<file path="src/include/spi_defs.svh">
// ************************************************************
// SPI master widths
// transfer word width, host bus width and register address
// width, shared by the RTL and the testbench
// ************************************************************

`ifndef SPI_DEFS_SVH
`define SPI_DEFS_SVH

// bits per SPI transfer, 16 and 32 also work
`define SPI_DATAWIDTH 8

// host data bus
`define SPI_BUSWIDTH 32

// four registers
`define SPI_ADDRWIDTH 2

`endif

</file>
<file path="src/logic/spiLinkPkg.sv">
// ************************************************************
// SPI link side types
// link FSM states and the strobes it sends to the shifter
// ************************************************************

`default_nettype none

package spiLinkPkg;

    typedef enum logic [1:0] {
        stIdle,                 // waiting for start, sclk parked
        stLead,                 // half period ending in the leading edge
        stTrail,                // half period ending in the trailing edge
        stFinish                // ss hold after the last edge
    } linkStateE;

    typedef struct packed {
        logic load;             // take the transmit word
        logic sample;           // capture miso
        logic shift;            // advance mosi
    } shiftCtrlT;

endpackage

`default_nettype wire

</file>
<file path="src/logic/spiRegPkg.sv">
// ************************************************************
// SPI host side types
// register map addresses plus the config and status contents
// as seen by the host bus
// ************************************************************

`default_nettype none

package spiRegPkg;

    typedef enum logic [1:0] {
        regTxData = 2'd0,               // transmit word, read/write
        regRxData = 2'd1,               // receive word, read only
        regStatus = 2'd2,               // flags, read only
        regConfig = 2'd3                // link setup, read/write
    } regAddrE;

    // config word minus its ten reserved bits [11:2]
    typedef struct packed {
        logic [15:0] clocksPerCycle;    // sclk half period minus one, in clk cycles
        logic        clockPolarity;     // sclk idle level
        logic        clockPhase;        // 0 samples on leading edge
        logic        dataDirection;     // 1 msb first, 0 lsb first
        logic        ssEnable;          // force ss low, frames several words
        logic        receiveIre;
        logic        transmitIre;
    } spiConfigT;

    typedef struct packed {
        logic receiveValid;             // new word waiting in receive register
        logic transmitReady;            // link idle, next word accepted
    } spiStatusT;

endpackage

`default_nettype wire

</file>
<file path="src/logic/spi.sv">
// ************************************************************
// SPI master, host register interface
// registers the bus strobes, decodes writes into load enables,
// muxes the four registers onto dataOut one cycle later and
// wraps the link core
// ************************************************************

`timescale 1ns/100ps
`default_nettype none

`include "spi_defs.svh"

module spi #(
    parameter int DATAWIDTH = `SPI_DATAWIDTH
) (
    input  logic                      clk,
    input  logic                      reset,
    input  logic                      read,
    input  logic                      write,
    input  logic [`SPI_ADDRWIDTH-1:0] address,
    input  logic [`SPI_BUSWIDTH-1:0]  dataIn,

    output logic                      readValid,
    output logic [`SPI_BUSWIDTH-1:0]  dataOut,

    output logic                      transmitIrq,
    output logic                      receiveIrq,

    input  logic                      miso,
    output logic                      mosi,
    output logic                      sclk,
    output logic                      ss
);

    import spiRegPkg::*;

    // registered bus inputs
    logic                     readReg;
    logic                     writeReg;
    regAddrE                  addressReg;
    logic [`SPI_BUSWIDTH-1:0] dataInReg;

    // decoded requests to the core
    logic                     txLoad;
    logic                     configLoad;
    logic                     rxReadReq;
    spiConfigT                configWord;

    // core state visible to the host
    logic [DATAWIDTH-1:0]     transmitData;
    logic [DATAWIDTH-1:0]     receiveData;
    spiConfigT                cfg;
    spiStatusT                status;

    logic [`SPI_BUSWIDTH-1:0] readMux;

    always_ff @(posedge clk or posedge reset) begin
        if (reset) begin
            readReg    <= 1'b0;
            writeReg   <= 1'b0;
            addressReg <= regTxData;
            readValid  <= 1'b0;
        end else begin
            readReg    <= read;
            writeReg   <= write;
            addressReg <= regAddrE'(address);
            readValid  <= readReg;          // fixed read latency
        end
    end

    // payload only, qualified by the strobes above
    always_ff @(posedge clk) begin
        dataInReg <= dataIn;
        dataOut   <= readMux;
    end

    always_comb begin
        txLoad     = 1'b0;
        configLoad = 1'b0;
        if (writeReg) begin
            case (addressReg)
                regTxData: txLoad = 1'b1;
                regConfig: configLoad = 1'b1;
                default: ;                  // rx data and status ignore writes
            endcase
        end
    end

    // drop reserved bits [11:2] of the config word
    assign configWord = {dataInReg[31:12], dataInReg[1:0]};

    // reading the receive word consumes it
    assign rxReadReq = readReg && (addressReg == regRxData);

    always_comb begin
        readMux = '0;                       // reserved bits read zero
        case (addressReg)
            regTxData: readMux[DATAWIDTH-1:0] = transmitData;
            regRxData: readMux[DATAWIDTH-1:0] = receiveData;
            regStatus: readMux[1:0] = status;
            regConfig: begin
                readMux[31:16] = cfg.clocksPerCycle;
                readMux[15]    = cfg.clockPolarity;
                readMux[14]    = cfg.clockPhase;
                readMux[13]    = cfg.dataDirection;
                readMux[12]    = cfg.ssEnable;
                readMux[1]     = cfg.receiveIre;
                readMux[0]     = cfg.transmitIre;
            end
            default: ;
        endcase
    end

    spiCore #(
        .DATAWIDTH (DATAWIDTH)
    ) i_core (
        .clk,
        .reset,
        .txWord       (dataInReg[DATAWIDTH-1:0]),
        .configWord,
        .txLoad,
        .configLoad,
        .rxReadReq,
        .transmitData,
        .receiveData,
        .cfg,
        .status,
        .transmitIrq,
        .receiveIrq,
        .miso,
        .mosi,
        .sclk,
        .ss
    );

endmodule

`default_nettype wire

</file>
<file path="src/logic/spiClockTimer.sv">
// ************************************************************
// SPI half period timer
// reloading down counter, one tick every halfPeriod+1 clocks
// while run is high
// ************************************************************

`timescale 1ns/100ps
`default_nettype none

module spiClockTimer (
    input  logic        clk,
    input  logic        reset,
    input  logic        run,
    input  logic [15:0] halfPeriod,     // clocks per half period minus one
    output logic        tick
);

    logic [15:0] count;

    // tick on the terminal count only
    assign tick = run & (count == '0);

    always_ff @(posedge clk or posedge reset) begin
        if (reset) begin
            count <= '0;
        end else if (!run || (count == '0)) begin
            count <= halfPeriod;            // idle preload, or start the next half period
        end else begin
            count <= count - 1'b1;
        end
    end

endmodule

`default_nettype wire

</file>
<file path="src/logic/spiControl.sv">
// ************************************************************
// SPI link FSM
// steps lead and trail half periods per bit, drives sclk and
// ss, and strobes the shifter by clock phase
// ************************************************************

`timescale 1ns/100ps
`default_nettype none

`include "spi_defs.svh"

module spiControl #(
    parameter int DATAWIDTH = `SPI_DATAWIDTH
) (
    input  logic                  clk,
    input  logic                  reset,
    input  logic                  start,
    input  logic                  tick,
    input  spiRegPkg::spiConfigT  cfg,
    output spiLinkPkg::shiftCtrlT shiftCtrl,
    output logic                  timerRun,
    output logic                  done,
    output logic                  sclk,
    output logic                  ss
);

    import spiLinkPkg::*;

    localparam int COUNTWIDTH = (DATAWIDTH > 1) ? $clog2(DATAWIDTH) : 1;

    linkStateE             state;
    linkStateE             stateNext;
    logic [COUNTWIDTH-1:0] bitCount;    // bits completed so far
    logic                  pending;     // start seen during stFinish
    logic                  go;
    logic                  leadTick;
    logic                  trailTick;
    logic                  lastBit;

    assign go        = start | pending;
    assign leadTick  = (state == stLead) & tick;
    assign trailTick = (state == stTrail) & tick;
    assign lastBit   = (bitCount == COUNTWIDTH'(DATAWIDTH - 1));

    // stFinish also runs the timer, it holds ss low one more half period
    assign timerRun = (state == stLead) || (state == stTrail) || (state == stFinish);

    always_comb begin
        stateNext = state;
        case (state)
            stIdle:   if (go) stateNext = stLead;
            stLead:   if (tick) stateNext = stTrail;
            stTrail:  if (tick) stateNext = lastBit ? stFinish : stLead;
            stFinish: if (tick) stateNext = stIdle;
            default:  stateNext = stIdle;
        endcase
    end

    always_comb begin
        shiftCtrl.load = (state == stIdle) & go;
        if (cfg.clockPhase) begin
            shiftCtrl.shift  = leadTick & (bitCount != '0);  // first bit already on mosi
            shiftCtrl.sample = trailTick;
        end else begin
            shiftCtrl.sample = leadTick;
            shiftCtrl.shift  = trailTick;
        end
    end

    always_ff @(posedge clk or posedge reset) begin
        if (reset) begin
            state    <= stIdle;
            bitCount <= '0;
            pending  <= 1'b0;
            done     <= 1'b0;
            sclk     <= 1'b0;
            ss       <= 1'b1;
        end else begin
            state <= stateNext;
            done  <= trailTick & lastBit;   // lands after the final edge
            ss    <= ~(cfg.ssEnable | (stateNext != stIdle));
            if (state == stIdle) begin
                bitCount <= '0;
                sclk     <= cfg.clockPolarity;  // park at idle level
            end else if (leadTick) begin
                sclk <= ~cfg.clockPolarity;
            end else if (trailTick) begin
                sclk     <= cfg.clockPolarity;
                bitCount <= bitCount + 1'b1;
            end
            if (state == stIdle) begin
                pending <= 1'b0;
            end else if (start) begin
                pending <= 1'b1;            // next word queued behind the ss hold
            end
        end
    end

endmodule

`default_nettype wire

</file>
<file path="src/logic/spiCore.sv">
// ************************************************************
// SPI core
// config, transmit, receive and status registers with the
// interrupt outputs, around the link FSM, the half period
// timer and the shift registers
// ************************************************************

`timescale 1ns/100ps
`default_nettype none

`include "spi_defs.svh"

module spiCore #(
    parameter int DATAWIDTH = `SPI_DATAWIDTH
) (
    input  logic                  clk,
    input  logic                  reset,
    input  logic [DATAWIDTH-1:0]  txWord,
    input  spiRegPkg::spiConfigT  configWord,
    input  logic                  txLoad,
    input  logic                  configLoad,
    input  logic                  rxReadReq,
    output logic [DATAWIDTH-1:0]  transmitData,
    output logic [DATAWIDTH-1:0]  receiveData,
    output spiRegPkg::spiConfigT  cfg,
    output spiRegPkg::spiStatusT  status,
    output logic                  transmitIrq,
    output logic                  receiveIrq,
    input  logic                  miso,
    output logic                  mosi,
    output logic                  sclk,
    output logic                  ss
);

    import spiLinkPkg::*;

    shiftCtrlT            shiftCtrl;
    logic                 accept;       // tx write taken
    logic                 start;
    logic                 done;
    logic                 timerRun;
    logic                 tick;
    logic [DATAWIDTH-1:0] rxWord;

    // a tx write while busy is simply lost
    assign accept = txLoad & status.transmitReady;

    always_ff @(posedge clk or posedge reset) begin
        if (reset) begin
            cfg                  <= '0;
            status.receiveValid  <= 1'b0;
            status.transmitReady <= 1'b1;
            start                <= 1'b0;
            transmitIrq          <= 1'b0;
            receiveIrq           <= 1'b0;
        end else begin
            start <= accept;                // one cycle, tx word already in place
            if (configLoad) begin
                cfg <= configWord;          // link picks it up on the next half period
            end
            if (accept) begin
                status.transmitReady <= 1'b0;
            end else if (done) begin
                status.transmitReady <= 1'b1;
            end
            // fresh word wins over a read of the old one
            if (done) begin
                status.receiveValid <= 1'b1;
            end else if (rxReadReq) begin
                status.receiveValid <= 1'b0;
            end
            transmitIrq <= cfg.transmitIre & status.transmitReady;
            receiveIrq  <= cfg.receiveIre & status.receiveValid;
        end
    end

    always_ff @(posedge clk) begin
        if (accept) begin
            transmitData <= txWord;
        end
        if (done) begin
            receiveData <= rxWord;          // last sample already in the shifter
        end
    end

    spiControl #(
        .DATAWIDTH (DATAWIDTH)
    ) i_control (
        .clk,
        .reset,
        .start,
        .tick,
        .cfg,
        .shiftCtrl,
        .timerRun,
        .done,
        .sclk,
        .ss
    );

    spiClockTimer i_timer (
        .clk,
        .reset,
        .run        (timerRun),
        .halfPeriod (cfg.clocksPerCycle),
        .tick
    );

    spiShifter #(
        .DATAWIDTH (DATAWIDTH)
    ) i_shifter (
        .clk,
        .reset,
        .shiftCtrl,
        .dataDirection (cfg.dataDirection),
        .loadWord      (transmitData),
        .miso,
        .mosi,
        .rxWord
    );

endmodule

`default_nettype wire

</file>
<file path="src/logic/spiShifter.sv">
// ************************************************************
// SPI shift registers
// transmit and receive shift registers, msb or lsb first
// ************************************************************

`timescale 1ns/100ps
`default_nettype none

`include "spi_defs.svh"

module spiShifter #(
    parameter int DATAWIDTH = `SPI_DATAWIDTH
) (
    input  logic                  clk,
    input  logic                  reset,
    input  spiLinkPkg::shiftCtrlT shiftCtrl,
    input  logic                  dataDirection,    // 1 msb first
    input  logic [DATAWIDTH-1:0]  loadWord,
    input  logic                  miso,
    output logic                  mosi,
    output logic [DATAWIDTH-1:0]  rxWord
);

    logic [DATAWIDTH-1:0] txShift;
    logic [DATAWIDTH-1:0] rxShift;

    // outgoing bit sits at the end chosen by direction
    assign mosi   = dataDirection ? txShift[DATAWIDTH-1] : txShift[0];
    assign rxWord = rxShift;

    always_ff @(posedge clk or posedge reset) begin
        if (reset) begin
            txShift <= '0;                  // keeps mosi low out of reset
        end else if (shiftCtrl.load) begin
            txShift <= loadWord;
        end else if (shiftCtrl.shift) begin
            if (dataDirection) begin
                txShift <= {txShift[DATAWIDTH-2:0], 1'b0};
            end else begin
                txShift <= {1'b0, txShift[DATAWIDTH-1:1]};
            end
        end
    end

    // first bit in ends up at msb or lsb to match the tx order
    always_ff @(posedge clk) begin
        if (shiftCtrl.sample) begin
            if (dataDirection) begin
                rxShift <= {rxShift[DATAWIDTH-2:0], miso};
            end else begin
                rxShift <= {miso, rxShift[DATAWIDTH-1:1]};
            end
        end
    end

endmodule

`default_nettype wire

</file>
<file path="config.mk">
export PLATFORM = sky130hd
export DESIGN_NAME = spi
export DESIGN_NICKNAME = d
export VERILOG_FILES = /design/src/logic/spiLinkPkg.sv /design/src/logic/spiRegPkg.sv /design/src/logic/spi.sv /design/src/logic/spiClockTimer.sv /design/src/logic/spiControl.sv /design/src/logic/spiCore.sv /design/src/logic/spiShifter.sv
export VERILOG_INCLUDE_DIRS = /design/src /design/src/include
export SDC_FILE = /design/constraint.sdc
export NUM_CORES = 1
export LEC_CHECK = 0
export ABC_CLOCK_PERIOD_IN_PS = 2750
export BUFFER_PORTS_ARGS = -buffer_cell sky130_fd_sc_hd__buf_2
export CAP_MARGIN = 20
export CORE_ASPECT_RATIO = 0.9
export CORE_MARGIN = 2
export CORE_UTILIZATION = 34
export CTS_CLUSTER_SIZE = 28
export DETAILED_ROUTE_END_ITERATION = 8
export PLACE_DENSITY = 0.54
export SLEW_MARGIN = 20
export SYNTH_ARGS = -nofsm -noshare
export SYNTH_HDL_FRONTEND = slang
export SYNTH_HIERARCHICAL = 1
export SYNTH_SLANG_ARGS = --single-unit
</file>
<file path="constraint.sdc">
create_clock -name clk -period 2.75 [get_ports clk]
set_input_delay 0.1375 -clock clk [delete_from_list [all_inputs] [get_ports clk]]
set_output_delay 0.1375 -clock clk [all_outputs]
set_load 0.02 [all_outputs]
</file>
* After elaboration in Yosys (flattened, before gate mapping)
Index checks and enable logic that the tools add are counted.
Storage, ports and cells: register bits 149, bits in latches 0, bits in writable memories 0, memory bits (read-only) 0, bits of input ports 39, output and inout bits 38, logic and storage cells 101, memories kept 0
Cells by class: $add $sub $neg 2, multiply operators 0, div/mod/pow operators 0, magnitude comparators 0, equal/unequal tests 8, shift operators 0, multiplexer cells 31, bitwise operators 13, reduce and logical (&&, ||, !) cells 17
Operators by type and width (count):
- $mux 8 | 4
- $logic_not 16->1 | 1
- $mux 16 | 1
- $pmux 2 s4 | 2
- $sub 16x1->16 const B | 1
- $mux 1 | 14
- $mux 2 | 6
- $pmux 6 s2 | 1
- $reduce_bool 2->1 | 6
- $and 1x1->1 | 9
- $mux 3 | 3
- $eq 2x2->1 const B | 4
- $reduce_bool 3->1 | 2
- $eq 2x1->1 const B | 2
- $logic_not 2->1 | 2
- $add 3x1->3 const B | 1
- $eq 3x3->1 const B | 1
- $logic_or 1x1->1 | 3
- $ne 2x1->1 const B | 1
- $not 1->1 | 2
- $or 1x1->1 | 2
- $reduce_and 2->1 | 1
- $logic_and 1x1->1 | 1
- $logic_not 1->1 | 1

* Logic depth before layout (Yosys ltp)
depth after elaboration 9, gate-level depth with buffers 10, mapped depth without buffers 9

* Hierarchy
Netlist, hierarchy kept.
Modules (own cells, without submodules):
- spi | instances 1, cells each 111, area an instance 1606.5 sq um, seq. area each 1246.2 sq um
- spiCore | instances 1, cells each 75, area an instance 1468.9 sq um, seq. area each 1157.4 sq um
- spiClockTimer | instances 1, cells each 95, area an instance 970.9 sq um, seq. area each 400.4 sq um
- spiShifter | instances 1, cells each 64, area an instance 832.0 sq um, seq. area each 440.4 sq um
- spiControl | instances 1, cells each 56, area an instance 520.5 sq um, seq. area each 226.5 sq um

* Least setup slack after synthesis
OpenSTA, ideal clock, no wires.
path kind flip-flop to flip-flop, start point register i_core.i_timer.count[0], end point register i_core.i_shifter.rxShift[0] (netlist: i_core/i_shifter/rxWord[0]) (enable), setup time 0.370 ns, data arrival time 1.719 ns, required time 2.380 ns, slack 0.661 ns, stages on the path, launching flop included 8, path buffers 0, clock period less this slack 2.089 ns, path through dfrtp_1 -> inv_1 -> ha_1 -> nor3b_4 -> nand3_1 -> nor2_1 -> inv_2 -> nor2_1
RTL lines:
- start: declaration | RTL line spiClockTimer.sv:18 | logic [15:0] count;
- start signal: assignment | RTL line spiClockTimer.sv:27 | count <= halfPeriod;
- start signal: assignment | RTL line spiClockTimer.sv:29 | count <= count - 1'b1;
- end signal: assignment | RTL line spiShifter.sv:49 | rxShift <= {rxShift[DATAWIDTH-2:0], miso};
- end signal: assignment | RTL line spiShifter.sv:51 | rxShift <= {miso, rxShift[DATAWIDTH-1:1]};
- end: declaration | RTL line spiShifter.sv:25 | logic [DATAWIDTH-1:0] rxShift;

==> flow_summary_export.csv <==
group,metric,value,unit
place,detailedPlace.worstSlack,0.415,ns
timing,grt_setup_unrepaired,"false",
synthesis,ys_seq_area_share,64.3,%
place,finalWeightedCongestion,0.753,
min_path,worst_hold_path.num_cells,2,
worst_setup_path,timing_worst_setup_path_type,"reg -> reg",
layout,drive_gt1_share,33.7,%
pwr,irDropWorstVdd,449,uV
layout,growth_of_design_area_from_synthesis_to_finish,26.2,%
worst_setup_path,critPathMaxStageDelay,0.41,ns
floorplan,fp.dieArea,0.0169,sq mm
drt,ant_nets,0,
grt,initial_antenna_violation_count,0,
timing,max_freq,426,MHz
drt,detailedRoute.firstPassIterationCount,4,
timing,final_min_period_over_clock_period,85.3,%
place,post-dp-hpwl,7030,um
clock_network,cts_root_buf,"clkbuf_16",
pwr,powerDensity,757,mW/mm^2
clock_network,clkLatencyLatePin,0.41,ns
layout,nNetsFinal,556,
timing,hold_violations,0,
min_path,hold_path.startpoint,"miso",
floorplan,initial_core_util,34.8,%
synthesis,yosysWarningCount,6,
clock_network,cts_htree_levels,4,
status,run_status,"completed",
timing,skew,0.0167,ns
floorplan,std_cell_rows,43,
drt,routed-via-count,3280,
worst_setup_path,critical_path_arrival,2.66,ns
worst_setup_path,cp_cell_sequence,"inv_1 -> ha_1 -> nor3b_4 -> nand3_1 -> nor2_1 -> inv_2 -> nor2_1 -> buf_4 -> nand2b_4 -> o211ai_1",
min_path,worst_hold_path_class,"in -> reg",
floorplan,io_pins,77,
synthesis,flip_flop_and_latch_count_after_synthesis,145,
worst_setup_path,startpoint_types,"register",
grt,gr-usage-all-layers,13.8,%
floorplan,die_width,137,um
worst_setup_path,reg_to_reg_setup_timing_slack,0.40,ns
pwr,static-leakage-power,3.04,nW
timing,post_layout_minimum_cycle_time,2.35,ns
worst_setup_path,path_max_fanout,11,
layout,antennaDiodeCount,0,
synthesis,synth_ff_type,"dfrtp_1",
clock_network,tritoncts_clock_tree,"done",
worst_setup_path,timing.critical_path.to_type,"register",
grt,via_count_of_the_first_global_routing_pass,3442,
synthesis,netlist_instances,401,
synthesis,synth_top_cells_by_count,"63 x dfrtp_1, 56 x dfxtp_1, 31 x mux2_2, 28 x nand2_1",
timing,post-route-worst-setup-slack,0.403,ns
layout,multiInputGateArea,0.00170,sq mm
timing,tns,0,ns
worst_setup_path,r2r_end,"i_core/i_shifter/txShift[4]$_DFFE_PP0P_",
worst_setup_path,rr_startpoint,"i_core/i_timer/count[0]$_DFF_PP0_",
drt,drc,0,
synthesis,post-synth-top-count-cell,"dfrtp_1",
worst_setup_path,timing.critical_path.mode_cell,"nor2_1",
worst_setup_path,critPathRequiredTime,3.06,ns
place,portBuffers,68,
job,cap_viol_max_count,0,
clock_network,cts_inserted_buffers,17,
synthesis,number_of_enable_type_register_cells_in_the_synthesized_netlist,24,
synthesis,async_flop_share,44.8,%
drt,drt_wl_total,10600,um
synthesis,post_synth_main_area_contributors,"dfrtp_1 29%, dfxtp_1 21%, edfxtp_1 13%, mux2_2 6.5%, o21ai_2 2.6%",
grt,grt_max_degree,30,
timing,slew_viol_final,0,
clock_network,postCtsSetupRepairBufs,0,
timing,final_setup_vio_count,0,
drt,routed_wire_per_std_cell,14.6,um
timing,worst_slew_margin_rel,48.8,%
clock_network,clock_tree.buffer_depth,2,
floorplan,die_height,124,um
synthesis,syn-cell-area,0.00540,sq mm
layout,area.sequential,0.00347,sq mm
floorplan,coreArea,0.0155,sq mm
layout,filler_cell_count,1427,
synthesis,syn_avg_cell_area,13.5,sq um
grt,remaining_overflow_grt,0,
synthesis,synth_area_leader_cell,"dfrtp_1",
drt,route.detailed.vias_per_inst,4.51,
timing,tightest_slew,0.768,ns
worst_setup_path,worst-r2r-cell-count,10,
synthesis,synth.lib_cells_used.distinct,57,
worst_setup_path,max_stage_delay_cell_worst_path,"dfrtp_1",
clock_network,clk_transition_reported_paths,0.06,ns
synthesis,synth.top_cell.area_share,29.2,%
min_path,hold_end,"i_core/i_shifter/rxWord[0]$_DFFE_PP_",
grt,wire_length_of_the_first_global_routing_pass,17600,um
drt,drtIter0Drc,135,
clock_network,cts.sink_count,145,
critical path, delay by kind of cell (launching register included):
family	cells	cell delay, ns
and+or+nand+nor	5	1.05
buffers and inverters	3	0.41
adders and majority gates	1	0.18
AOI/OAI and AO/OA	1	0.20
DFF	1	0.41
what timing repair did:
action	in CTS	in global routing
hold buffers	33	0
resized for setup	0	0
endpoints found under the hold margin	81	0
cells in the final DEF, fill, tap and decap left out, drive strengths merged, types with 8 or more instances in the layout:
master,count
and3,23
nand2,29
edfxtp,24
clkbuf,26
dfrtp,63
buf,78
dfxtp,56
dlygate4sd3,33
nor2,24
mux2,31
xnor2,8
o21ai,17
inv,18
mux2i,13
per-layer routing:
metal | wire length (um) | global-route usage, %
met2 | 4840 | 21.4
met4 | 121 | 4.12
met3 | 450 | 4.67
met5 | 0 | 0
met1 | 5200 | 18.4
flip-flops by register name (all words and copies together), names as in the netlist, 2 cells and up:
| name | flops |
|---|---|
| i_core/transmitData | 8 |
| i_core/receiveData | 8 |
| i_core/cfg | 22 |
| i_core/status | 2 |
| i_core/i_control/bitCount | 3 |
| addressReg | 2 |
| dataInReg | 28 |
| i_core/i_shifter/txShift | 8 |
| i_core/i_timer/count | 16 |
| i_core/i_control/state | 2 |
| dataOut | 28 |
| i_core/i_shifter/rxWord | 8 |
through the flow:
step / hold slack [ns] / instance area, sq um / util [%] / cells / total power [W]
detailed placement: 0.113 / 5900 / 38.1 / 663 / 0.00297
floorplan: -0.0840 / 5410 / - / 404 / 0.00284
global placement: 0.106 / 5900 / 38.1 / 663 / 0.00296
finish: 0.0893 / 6810 / 44.0 / 728 / 0.00516
global route: 0.0749 / 6810 / 44.0 / 728 / 0.00541
CTS: 0.0737 / 6810 / 44.0 / 728 / 0.00523
cells by family after synthesis:
group,after synthesis,share of synthesized area (%)
xor+xnor,13,2.11
fa+ha+maj,5,1.14
simple gates,115,12.4
compound gates,39,5.79
flops,145,64.3
buf+inv,37,4.45
mux,46,9.71
other cells,1,0.0695
report_power, final:
part           switching [W]  leakage (nW)  internal, W
combinational       0.000224          1.26     0.000247
clock               0.000840         0.292      0.00136
sequential          0.000148          1.49      0.00234
total                0.00121          3.04      0.00395
how the worst max path moves through the flow:
stage | start | to | slack (ns)
3_3_place_gp | i_core/i_timer/count[0]$_DFF_PP0_ | i_core/i_shifter/txShift[6]$_DFFE_PP0P_ | 0.48
2_1_floorplan | i_core/i_timer/count[0]$_DFF_PP0_ | i_core/i_shifter/rxWord[0]$_DFFE_PP_ | 0.66
6_report | i_core/i_timer/count[0]$_DFF_PP0_ | i_core/i_shifter/txShift[4]$_DFFE_PP0P_ | 0.40
5_1_grt | i_core/i_timer/count[9]$_DFF_PP0_ | i_core/i_shifter/txShift[4]$_DFFE_PP0P_ | 0.10
4_1_cts | i_core/i_timer/count[0]$_DFF_PP0_ | i_core/i_shifter/txShift[4]$_DFFE_PP0P_ | 0.37
3_5_place_dp | i_core/i_timer/count[0]$_DFF_PP0_ | i_core/i_shifter/txShift[3]$_DFFE_PP0P_ | 0.42
final cells by class:
type | count | area share [%]
sequential | 145 | 50.9
multi-input combinational | 222 | 24.9
timing repair buffer | 111 | 10.9
clock buffer | 26 | 7.95
tap | 202 | 3.71
inverter | 16 | 0.881
clock inverter | 6 | 0.643
(Power assumes the default switching activity.)
